$ cat src/hdl/rv_fetch_pkg.sv
package rv_fetch_pkg;

    // byte address space of the instruction memory.
    localparam int IADDR_BITS = 16;

    // word address sent to memory, the two byte bits dropped.
    localparam int WADDR_BITS = IADDR_BITS - 2;

    // instruction and memory word width.
    localparam int INSN_WIDTH = 32;

    // word queue between memory and aligner.
    localparam int QDEPTH_BITS = 2;
    localparam int QDEPTH      = 2 ** QDEPTH_BITS;

    // occupancy runs 0..QDEPTH, so one bit more than the index.
    localparam int QCOUNT_BITS = QDEPTH_BITS + 1;

    // halfword address of the first instruction after reset.
    localparam logic [IADDR_BITS-1:1] RESET_PC = '0;

    // fetch controller states.
    // FS_BOOT  loads the reset pc into the aligner.
    // FS_RUN   requests words while the queue has room.
    // FS_FLUSH drops a response still in flight from the old path.
    typedef enum logic [1:0]
    {
        FS_BOOT  = 2'd0,
        FS_RUN   = 2'd1,
        FS_FLUSH = 2'd2
    } fetch_state_t;

endpackage

$ cat src/hdl/fetch_ctrl.sv
module fetch_ctrl
(
    input  wire                                     i_clk,
    input  wire                                     i_arst_n,
    input  wire                                     i_redirect,
    input  wire [rv_fetch_pkg::IADDR_BITS-1:1]      i_redirect_pc,
    input  wire                                     i_imem_valid,
    input  wire [rv_fetch_pkg::QCOUNT_BITS-1:0]     i_q_count,
    output logic                                    o_imem_req,
    output logic [rv_fetch_pkg::WADDR_BITS-1:0]     o_imem_addr,
    output logic                                    o_q_push,
    output logic                                    o_flush,
    output logic                                    o_align_load,
    output logic [rv_fetch_pkg::IADDR_BITS-1:1]     o_load_pc
);

    import rv_fetch_pkg::*;

    fetch_state_t               state;
    fetch_state_t               state_next;
    logic [WADDR_BITS-1:0]      waddr;          // next word to request.
    logic                       outstanding;    // a request awaits its response.
    logic [QCOUNT_BITS-1:0]     credit_used;
    logic                       has_credit;

    // words queued plus the one in flight must stay within the queue.
    assign credit_used = i_q_count + QCOUNT_BITS'(outstanding);
    assign has_credit  = credit_used < QCOUNT_BITS'(QDEPTH);

    // a request in the redirect cycle is harmless, FS_FLUSH drops its reply.
    assign o_imem_req  = (state == FS_RUN) & has_credit;
    assign o_imem_addr = waddr;

    // memory latency is fixed at one cycle, so data is pushed on arrival.
    assign o_q_push = i_imem_valid & (state == FS_RUN);

    assign o_flush = i_redirect;

    // aligner pc load at boot and on every redirect.
    assign o_align_load = i_redirect | (state == FS_BOOT);
    assign o_load_pc    = i_redirect ? i_redirect_pc : RESET_PC;

    always_comb
    begin
        state_next = state;
        if (i_redirect)
        begin
            state_next = FS_FLUSH;
        end
        else
        begin
            case (state)
                FS_BOOT:  state_next = FS_RUN;
                FS_FLUSH: state_next = FS_RUN;   // one cycle is enough.
                default:  state_next = state;
            endcase
        end
    end

    always_ff @(posedge i_clk or negedge i_arst_n)
    begin
        if (!i_arst_n)
        begin
            state <= FS_BOOT;
        end
        else
        begin
            state <= state_next;
        end
    end

    always_ff @(posedge i_clk or negedge i_arst_n)
    begin
        if (!i_arst_n)
        begin
            outstanding <= 1'b0;
        end
        else if (o_imem_req)
        begin
            outstanding <= 1'b1;
        end
        else if (i_imem_valid)
        begin
            outstanding <= 1'b0;
        end
    end

    // restart from the word that holds the loaded pc.
    always_ff @(posedge i_clk or negedge i_arst_n)
    begin
        if (!i_arst_n)
        begin
            waddr <= '0;
        end
        else if (o_align_load)
        begin
            waddr <= o_load_pc[IADDR_BITS-1:2];
        end
        else if (o_imem_req)
        begin
            waddr <= waddr + WADDR_BITS'(1);
        end
    end

endmodule

$ cat src/hdl/fetch_queue.sv
module fetch_queue
(
    input  wire                                     i_clk,
    input  wire                                     i_arst_n,
    input  wire                                     i_flush,
    input  wire                                     i_push,
    input  wire [rv_fetch_pkg::INSN_WIDTH-1:0]      i_data,
    input  wire                                     i_pop,
    output logic [rv_fetch_pkg::INSN_WIDTH-1:0]     o_head,
    output logic [rv_fetch_pkg::QCOUNT_BITS-1:0]    o_count,
    output logic                                    o_not_empty
);

    import rv_fetch_pkg::*;

    logic [INSN_WIDTH-1:0]  data [QDEPTH];
    logic [INSN_WIDTH-1:0]  shift_src [QDEPTH];
    logic [QDEPTH:0]        is_head;        // one-hot, bit k set when k words are held.
    logic [QDEPTH-1:0]      take_new;
    logic                   do_push;
    logic                   do_pop;

    assign do_pop  = i_pop & !is_head[0];
    assign do_push = i_push & (!is_head[QDEPTH] | do_pop);

    genvar i;
    generate
        for (i = 0; i < QDEPTH; i++)
        begin : g_entry
            // the new word lands on the first free slot after any shift.
            assign take_new[i] = do_push & ((do_pop & is_head[i + 1]) | (!do_pop & is_head[i]));

            if (i == QDEPTH - 1)
            begin : g_last
                assign shift_src[i] = data[i];   // nothing behind the tail.
            end
            else
            begin : g_inner
                assign shift_src[i] = data[i + 1];
            end
        end
    endgenerate

    always_ff @(posedge i_clk)
    begin
        for (int k = 0; k < QDEPTH; k++)
        begin
            if (take_new[k])
            begin
                data[k] <= i_data;
            end
            else if (do_pop)
            begin
                data[k] <= shift_src[k];
            end
        end
    end

    always_ff @(posedge i_clk or negedge i_arst_n)
    begin
        if (!i_arst_n)
        begin
            is_head <= (QDEPTH+1)'(1);
        end
        else if (i_flush)
        begin
            is_head <= (QDEPTH+1)'(1);
        end
        else if (do_push & !do_pop)
        begin
            is_head <= is_head << 1;
        end
        else if (do_pop & !do_push)
        begin
            is_head <= is_head >> 1;
        end
    end

    // occupancy from the head marker.
    always_comb
    begin
        o_count = '0;
        for (int k = 0; k <= QDEPTH; k++)
        begin
            if (is_head[k])
            begin
                o_count = QCOUNT_BITS'(k);
            end
        end
    end

    assign o_head      = data[0];
    assign o_not_empty = !is_head[0];

endmodule

$ cat src/hdl/insn_align.sv
module insn_align
(
    input  wire                                     i_clk,
    input  wire                                     i_arst_n,
    input  wire                                     i_stall,
    input  wire                                     i_load,
    input  wire [rv_fetch_pkg::IADDR_BITS-1:1]      i_load_pc,
    input  wire                                     i_flush,
    input  wire [rv_fetch_pkg::INSN_WIDTH-1:0]      i_head,
    input  wire                                     i_not_empty,
    output logic                                    o_pop,
    output logic [rv_fetch_pkg::INSN_WIDTH-1:0]     o_insn,
    output logic [rv_fetch_pkg::IADDR_BITS-1:1]     o_insn_pc,
    output logic                                    o_insn_comp,
    output logic                                    o_insn_valid
);

    import rv_fetch_pkg::*;

    logic [IADDR_BITS-1:1]  pc;             // next instruction to extract.
    logic [IADDR_BITS-1:1]  pc_step;
    logic [15:0]            hi_latch;       // top half of the word popped last.
    logic                   hi_valid;
    logic [15:0]            half_lo;
    logic [15:0]            half_hi;
    logic                   is_comp;
    logic                   hold_off;
    logic                   advance;
    logic                   gather;
    logic                   ready;
    logic                   emit;
    logic                   word_done;

    assign hold_off = i_load | i_flush;

    // output register takes a new instruction unless decode holds the current one.
    assign advance = !o_insn_valid | !i_stall;

    // pc[1] clear: whole instruction starts at the head's low half.
    // pc[1] set:   it starts at the head's top half, or in the latch once gathered.
    assign half_lo = pc[1] ? (hi_valid ? hi_latch : i_head[31:16]) : i_head[15:0];
    assign half_hi = pc[1] ? i_head[15:0] : i_head[31:16];

    assign is_comp = half_lo[1:0] != 2'b11;

    // a 32-bit insn straddling words, park its low half first.
    assign gather = pc[1] & !hi_valid & !is_comp & i_not_empty & !hold_off;

    assign ready = i_not_empty & !(pc[1] & !hi_valid & !is_comp);
    assign emit  = ready & advance & !hold_off;

    // the head word is used up once its top halfword is consumed.
    assign word_done = pc[1] ? (!hi_valid & is_comp) : !is_comp;

    assign o_pop = gather | (emit & word_done);

    assign pc_step = is_comp ? (IADDR_BITS-1)'(1) : (IADDR_BITS-1)'(2);

    always_ff @(posedge i_clk or negedge i_arst_n)
    begin
        if (!i_arst_n)
        begin
            pc           <= RESET_PC;
            hi_valid     <= 1'b0;
            o_insn_valid <= 1'b0;
        end
        else
        begin
            if (i_load)
            begin
                pc <= i_load_pc;
            end
            else if (emit)
            begin
                pc <= pc + pc_step;
            end

            if (hold_off)
            begin
                hi_valid <= 1'b0;   // old path halfword is stale.
            end
            else if (gather)
            begin
                hi_valid <= 1'b1;
            end
            else if (emit & hi_valid)
            begin
                hi_valid <= 1'b0;
            end

            if (hold_off)
            begin
                o_insn_valid <= 1'b0;
            end
            else if (advance)
            begin
                o_insn_valid <= emit;
            end
        end
    end

    always_ff @(posedge i_clk)
    begin
        if (gather)
        begin
            hi_latch <= i_head[31:16];
        end
        if (emit)
        begin
            o_insn      <= is_comp ? {16'h0000, half_lo} : {half_hi, half_lo};
            o_insn_pc   <= pc;
            o_insn_comp <= is_comp;
        end
    end

endmodule

$ cat src/hdl/rv_fetch_top.sv
module rv_fetch_top
(
    input  wire                                     i_clk,
    input  wire                                     i_arst_n,
    output logic                                    o_imem_req,
    output logic [rv_fetch_pkg::WADDR_BITS-1:0]     o_imem_addr,
    input  wire                                     i_imem_valid,
    input  wire [rv_fetch_pkg::INSN_WIDTH-1:0]      i_imem_data,
    input  wire                                     i_stall,
    output logic [rv_fetch_pkg::INSN_WIDTH-1:0]     o_insn,
    output logic [rv_fetch_pkg::IADDR_BITS-1:1]     o_insn_pc,
    output logic                                    o_insn_comp,
    output logic                                    o_insn_valid,
    input  wire                                     i_redirect,
    input  wire [rv_fetch_pkg::IADDR_BITS-1:1]      i_redirect_pc
);

    import rv_fetch_pkg::*;

    logic                       q_push;
    logic                       flush;
    logic                       pop;
    logic [INSN_WIDTH-1:0]      head;
    logic [QCOUNT_BITS-1:0]     count;
    logic                       not_empty;
    logic                       align_load;
    logic [IADDR_BITS-1:1]      load_pc;

    fetch_ctrl u_ctrl
    (
        .i_clk          (i_clk),
        .i_arst_n       (i_arst_n),
        .i_redirect     (i_redirect),
        .i_redirect_pc  (i_redirect_pc),
        .i_imem_valid   (i_imem_valid),
        .i_q_count      (count),
        .o_imem_req     (o_imem_req),
        .o_imem_addr    (o_imem_addr),
        .o_q_push       (q_push),
        .o_flush        (flush),
        .o_align_load   (align_load),
        .o_load_pc      (load_pc)
    );

    // memory data goes straight into the queue.
    fetch_queue u_queue
    (
        .i_clk          (i_clk),
        .i_arst_n       (i_arst_n),
        .i_flush        (flush),
        .i_push         (q_push),
        .i_data         (i_imem_data),
        .i_pop          (pop),
        .o_head         (head),
        .o_count        (count),
        .o_not_empty    (not_empty)
    );

    insn_align u_align
    (
        .i_clk          (i_clk),
        .i_arst_n       (i_arst_n),
        .i_stall        (i_stall),
        .i_load         (align_load),
        .i_load_pc      (load_pc),
        .i_flush        (flush),
        .i_head         (head),
        .i_not_empty    (not_empty),
        .o_pop          (pop),
        .o_insn         (o_insn),
        .o_insn_pc      (o_insn_pc),
        .o_insn_comp    (o_insn_comp),
        .o_insn_valid   (o_insn_valid)
    );

endmodule

$ cat config.mk
export PLATFORM = sky130hd
export DESIGN_NAME = rv_fetch_top
export DESIGN_NICKNAME = d
export VERILOG_FILES = /design/src/hdl/rv_fetch_pkg.sv /design/src/hdl/fetch_ctrl.sv /design/src/hdl/fetch_queue.sv /design/src/hdl/insn_align.sv /design/src/hdl/rv_fetch_top.sv
export SDC_FILE = /design/constraint.sdc
export NUM_CORES = 1
export LEC_CHECK = 0
export BUFFER_PORTS_ARGS = -buffer_cell sky130_fd_sc_hd__buf_2
export CAP_MARGIN = 20
export CORE_AREA = 4 4 138 272
export CTS_CLUSTER_DIAMETER = 120
export DETAILED_ROUTE_END_ITERATION = 7
export DIE_AREA = 0 0 142 276
export HOLD_SLACK_MARGIN = 0.12
export PLACE_DENSITY = 0.5
export SLEW_MARGIN = 5
export SYNTH_ARGS = -nofsm -noshare
export SYNTH_HDL_FRONTEND = slang
export SYNTH_SLANG_ARGS = --single-unit
export TNS_END_PERCENT = 100
$ cat constraint.sdc
create_clock -name i_clk -period 6.57 [get_ports i_clk]
set_input_delay 1.314 -clock i_clk [delete_from_list [all_inputs] [get_ports i_clk]]
set_output_delay 1.314 -clock i_clk [all_outputs]
set_load 0.02 [all_outputs]
==> qor.yml, run 1 <==
outcome:
  outcome: "finished clean"
synth:
  syn-num-nets: 760
  yosys-top-cells-area: "edfxtp_1 (55%), mux2_4 (13%), dfrtp_1 (9.1%), a21oi_1 (3.0%), mux2i_1 (3.0%)"
  synth_area_um2: 10500
  ys_types: 51
  yosysWarnings: 0
  yosys.area.top_type: "edfxtp_1"
  avgSynthCellArea_um2: 14.9
  ys.flop_type: "edfxtp_1"
  synth-edff-count: 192
  synth_top_area_share_pct: 55.1
  ys_ff_latch: 231
  async_flop_share_pct: 16.9
  syn_inst: 704
  synth_common_cells: "edfxtp_1 (192), mux2_4 (90), a21oi_1 (63)"
  yosysMostFrequentCell: "edfxtp_1"
  yosysSeqAreaShare_pct: 64.4
layout:
  area_growth_pct: 15.9
  drive_gt1_share_pct: 32.1
  final_util_pct: 34.0
  fin_nets: 876
  diodes: 0
power_and_ir_drop:
  p_int_mw: 2.47
  leakage_nw: 4.74
  power.density_nw_per_um2: 265
  pwr-share-comb_pct: 8.3
  vdd_drop_max_uv: 252
  clockPowerShare_pct: 39.0
  seq_power_share_pct: 52.6
  switchingPower_mw: 0.743
  power_mw: 3.21
  p_sw_share_pct: 23.1
routing:
  num_vias: 6003
  top_layer: "met4"
  wirelength_um: 22500
  drc_errors: 0
  wl_met3_um: 1010
  m1WireLength_um: 8460
  postRouteAntennaNets: 0
  viasPerCell: 4.67
  wl_per_cell_um: 17.5
  drt_iter0_markers: 307
  drt_pass1_iterations: 4
  wl_met2_um: 12100
worst_setup_path:
  endpoint_kind: "flop"
  critical_path_arrival_ns: 4.03
  crit_fanout: 20
  reg2regPathDepth: 11
  crit_type: "reg2reg"
  cp-start-kind: "flop"
  required_ns: 7.00
sta:
  fin_crit_sh_pct: 54.8
  hold_violations: 0
  fin_worst_skew_ns: 0.0174
  final.setup.tns_ns: 0
  fin_crit_ns: 3.60
  fmax_mhz: 278
  fin_ws_ns: 2.97
  tightest_slew_ns: 1.07
  rsz0062_at_grt: "no"
  slew_headroom_pct: 28.2
  slew_violations: 0
  finalSetupViolations: 0
clocking:
  cts_tree: "done"
  cts_resized: 0
  clk_latency_ns: 0.51
  h-tree-depth: 1
  clock_path_buffers: 3
  ctsHoldBuffers: 0
  post_cts_buffers: 0
  cts-root-buf: "clkbuf_16"
  cts_buffers: 22
  clkTransAtPathRegs_ns: 0.07
  cts.sink_count: 231
global_route:
  antenna_found_initial: 1
  track_usage_pct: 11.3
  grt_overflow: 0
  first_global_vias: 6325
  grt_max_degree: 54
  grt_pass1_wl_um: 35500
floorplanning:
  initial_utilization_pct: 29.3
  fp.dieW_um: 142
  die_h_um: 276
  io_pins: 116
  coreArea_um2: 35700
  core.rowCount: 98
  fp.dieArea_um2: 39200
run:
  cap_violations: 0
min_path:
  min_path_type: "reg2reg"
  min_path_cells: 0
placed_design:
  gp_congestion: 0.817
  pre_cts_ws_ns: 2.56
  io_buffers: 115
  dp_hpwl_um: 16400
-- power by group through the flow --
stage / registers [mW] / logic [mW] / clock network (mW)
after CTS: 1.69 / 0.272 / 1.30
after detailed placement: 1.72 / 0.272 / 0
after global placement: 1.72 / 0.267 / 0
final: 1.69 / 0.268 / 1.25
after floorplan: 1.71 / 0.181 / 0
after global routing: 1.70 / 0.297 / 1.36
-- path summary, 6_finish.rpt --
check	startpoint	end	slack, ns
worst min-delay path	u_queue.data[0][29]	u_align.hi_latch[13]	0.48
worst max-delay path	u_align.hi_valid	u_align.pc[9]	2.97
worst min register to register	u_queue.data[0][29]	u_align.hi_latch[13]	0.48
min in group asynchronous	i_arst_n	u_ctrl.o_imem_addr[4]	0.63
max in group asynchronous	i_arst_n	u_queue.is_head[0]	5.44
worst max register to register	u_align.hi_valid	u_align.pc[9]	2.97
-- cells by family (layout without fill, tap and decap cells) --
kind of cell	Yosys count	after routing	synth area share (%)
DFF	231	231	64.4
and+or+nand+nor	173	173	8.20
AOI/OAI and AO/OA	127	127	7.12
muxes	127	127	16.5
buffers and inverters	42	173	3.19
adders and majority gates	4	4	0.550
-- placed cells by master (no fill, tap or decap), types with 3 or more instances in the layout --
cell         n
edfxtp_1   192
buf_2      115
mux2_4      90
a21oi_1     62
nand2_1     60
nor2_1      44
dfrtp_1     37
o21ai_0     34
mux2i_1     31
clkbuf_16   23
nand3_1     22
inv_1       10
nor3_1      10
and3_1       7
buf_4        7
mux2_2       6
nand4_1      5
a21o_1       4
o22ai_1      4
clkbuf_1     4
clkinv_1     4
or2_2        3
nand2b_1     3
nand2_8      3
nand3b_1     3
o211ai_1     3
a311oi_1     3
ha_1         3
clkbuf_8     3
-- critical path: stages (launching register included) --
cell and delay (ns):
dfrtp_1 1.00, mux2i_1 0.26, nand2_1 0.09, o21ai_0 0.16
or2_2 0.45, ha_1 0.26, inv_1 0.06, fa_1 0.41
and3b_1 0.32, nand3_1 0.12, o31a_1 0.25, o21ai_0 0.13
-- area by class of cell --
| type | instances | area [um^2] |
|---|---|---|
| clock buffer | 30 | 632 |
| clock inverter | 9 | 70.1 |
| fill | 3467 | 23500 |
| inverter | 10 | 37.5 |
| multi-input combinational | 431 | 3420 |
| sequential | 231 | 6740 |
| tap | 450 | 563 |
| timing repair buffer | 124 | 668 |
-- routing by layer --
layer | vias up | GRT usage, %
met5 | - | 0
met4 | 0 | 5.25
met3 | 59 | 1.66
met2 | 161 | 21.0
met1 | 2891 | 12.3
li1 | 2892 | -
-- registers in the layout, summed over array words and instances (netlist names) --
signal and flops:
u_align.hi_latch 16, u_align.hi_valid 1, u_align.o_insn 32, u_align.o_insn_comp 1, u_align.o_insn_pc 15, u_align.o_insn_valid 1
u_align.pc 15, u_ctrl.o_imem_addr 14, u_ctrl.outstanding 1, u_ctrl.state 2, u_queue.data 128, u_queue.is_head 5
-- per-stage QoR --
step	instances	instance area, um^2	hold WS (ns)
floorplan	704	10500	0.439
global placement	1244	11400	0.457
detailed placement	1244	11400	0.473
CTS	1283	12100	0.489
global route	1285	12100	0.497
finish	1285	12100	0.484
(Power assumes the default switching activity.)
==> inputs of run 2 (changes only) <==
- clock period: 6.57 -> 3 ns (I/O delays scaled with it)
==> run 2 against run 1 <==
Critical path type unchanged. Power rose by 120%. First-iteration DRC count is 3.3% higher. Combinational power grew 130%. Setup slack worse by 2.6 ns. Final area up 0.96%.
==> qor.yml, run 2 (synthesis gave the netlist of run 1 again) <==
outcome:
  outcome: "finished clean"
floorplanning:
  fp.dieW_um: 142  # unchanged
  core.rowCount: 98  # unchanged
  initial_utilization_pct: 29.3  # unchanged
  die_h_um: 276  # unchanged
  coreArea_um2: 35700  # unchanged
  fp.dieArea_um2: 39200  # unchanged
  io_pins: 116  # unchanged
routing:
  viasPerCell: 4.72  # +0.93%
  drt_iter0_markers: 317  # +3.3%
  postRouteAntennaNets: 0  # unchanged
  num_vias: 6106  # +1.7%
  wl_per_cell_um: 17.7  # +0.70%
  drc_errors: 0  # unchanged
  drt_pass1_iterations: 5  # +1
  wirelength_um: 22900  # +1.5%
clocking:
  post_cts_buffers: 0  # unchanged
  cts.sink_count: 231  # unchanged
  h-tree-depth: 1  # unchanged
  clkTransAtPathRegs_ns: 0.07  # about the same
  clock_path_buffers: 3  # unchanged
  cts_resized: 0  # unchanged
  clk_latency_ns: 0.52  # about the same
  cts-root-buf: "clkbuf_16"
  cts_buffers: 22  # unchanged
  cts_tree: "done"
worst_setup_path:
  endpoint_kind: "flop"
  cp-start-kind: "flop"
  critPathSlowestCell: "dfrtp_1"
  path_cells: "mux2i_1 -> nand2_1 -> o21ai_0 -> or2_2 -> ha_1 -> inv_1 -> fa_1 -> and3b_1 -> nand3_1 -> o31a_1 -> o21ai_0"
  path_depth: 11  # unchanged
  path_buf_inv: 1  # unchanged
  crit_family: "simple AND/OR/NAND/NOR gates"
  crit_fanout: 6  # -70%
  crit_type: "reg2reg"
  reg2regPathDepth: 11  # unchanged
  max_stage_delay_ns: 0.42  # -0.58 ns
  crit_path_frequent_cell: "o21ai_0"
  required_ns: 3.44  # -3.56 ns
  critical_path_arrival_ns: 3.09  # -0.94 ns
placed_design:
  pre_cts_ws_ns: 0.352  # -2.21 ns
  dp_hpwl_um: 17000  # +3.9%
  io_buffers: 115  # unchanged
  gp_congestion: 0.819  # +0.17%
global_route:
  grt-busiest-layer: "met2"
  grt_overflow: 0  # unchanged
  antenna_found_initial: 1  # unchanged
  met1_usage_pct: 12.3  # -0.028 points
  met2_usage_pct: 21.2  # +0.28 points
  grt_max_degree: 45  # -17%
  track_usage_pct: 11.5  # +0.22 points
  grt_pass1_wl_um: 36100  # +1.6%
  grt_use_met3_pct: 1.52  # -0.14 points
  first_global_vias: 6390  # +1.0%
power_and_ir_drop:
  vdd_drop_max_uv: 471  # +86%
  power.density_nw_per_um2: 587  # +120%
  leakage_nw: 4.81  # +1.5%
layout:
  final_common_cell: "edfxtp_1"
  regMostFlops: "u_queue.data"
  largest_reg_flops: 128  # unchanged
  fin_nets: 885  # +1.0%
  area_growth_pct: 17.1
  diodes: 0  # unchanged
  multiInputGateArea_um2: 3430  # +0.29%
  top_regs: "u_queue.data (128), u_align.o_insn (32), u_align.hi_latch (16)"
  ff_latch_area_um2: 6740  # unchanged
  layout_common_cells: "edfxtp_1 (192), buf_2 (115), mux2_4 (90), a21oi_1 (62), nand2_1 (60)"
  drive_gt1_share_pct: 33.1  # +1.0 points
  fill_cells: 3453  # -0.40%
min_path:
  min_path_type: "in2reg"
  min_path_cells: 1  # +1
sta:
  fmax_mhz: 377  # +36%
  tightest_slew_ns: 0.635  # -0.431 ns
  slew_headroom_pct: 57.6  # +29 points
  slew_violations: 0  # unchanged
  final.setup.tns_ns: 0  # unchanged
  fin_crit_sh_pct: 88.4  # +34 points
  fin_ws_ns: 0.348  # -2.62 ns
  rsz0062_at_grt: "no"
  fin_worst_skew_ns: 0.0202  # +0.00272 ns
  finalSetupViolations: 0  # unchanged
  fin_crit_ns: 2.65  # -0.949 ns
  hold_violations: 0  # unchanged
run:
  cap_violations: 0  # unchanged
-- run 2: cell count changes in the layout (fill, tap and decap cells not counted), sizes merged --
cell / delta
clkinv: +3
buf: +8
bufinv: +2
clkbuf: -3
dlygate4sd3: +1
clkinvlp: -1
-- run 2: final timing paths --
path                                          start                    end  slack, ns
worst min-delay path                i_imem_data[31]    u_queue.data[1][63]       0.32
max in group asynchronous                  i_arst_n          u_align.pc[4]       1.68
worst max-delay path               u_align.hi_valid          u_align.pc[9]       0.35
min in group asynchronous                  i_arst_n  u_ctrl.o_imem_addr[7]       0.64
worst min register to register  u_queue.data[0][20]    u_align.hi_latch[4]       0.48
worst max register to register     u_align.hi_valid          u_align.pc[9]       0.35
-- run 2: per-layer routing --
layer  up-vias  part of all wire [%]
li1       2909                     -
met3        54                   4.1
met5         -                     0
met1      2973                    37
met2       170                    54
met4         0                   5.1
-- run 2: repair_timing --
action	4_1_cts	5_1_grt
endpoints found under the hold margin	24	0
setup endpoints to repair	0	0
hold buffers	1	0
-- run 2: final cells by class --
type,instances,share of cell area (%)
Clock buffer,27,4.90
Clock inverter,13,1.12
Multi-Input combinational cell,431,28.0
Sequential cell,231,55.0
Tap cell,450,4.60
Inverter,10,0.306
Timing Repair Buffer,133,6.02
-- run 2: through the flow --
step | hold slack, ns | cells | power [mW] | instance area [um^2] | util, %
2_1_floorplan | 0.304 | 704 | 4.15 | 10500 | -
3_3_place_gp | 0.459 | 1254 | 4.37 | 11500 | 32.2
3_5_place_dp | 0.462 | 1254 | 4.38 | 11500 | 32.2
4_1_cts | 0.290 | 1295 | 7.30 | 12300 | 34.3
5_1_grt | 0.301 | 1295 | 7.48 | 12300 | 34.3
6_report | 0.317 | 1295 | 7.19 | 12300 | 34.3
-- run 2: report_power, final --
| group | internal [mW] | switching (mW) | leakage [nW] |
|---|---|---|---|
| combinational | 0.270 | 0.353 | 2.21 |
| sequential | 3.59 | 0.0927 | 2.24 |
| clock | 1.68 | 1.20 | 0.363 |
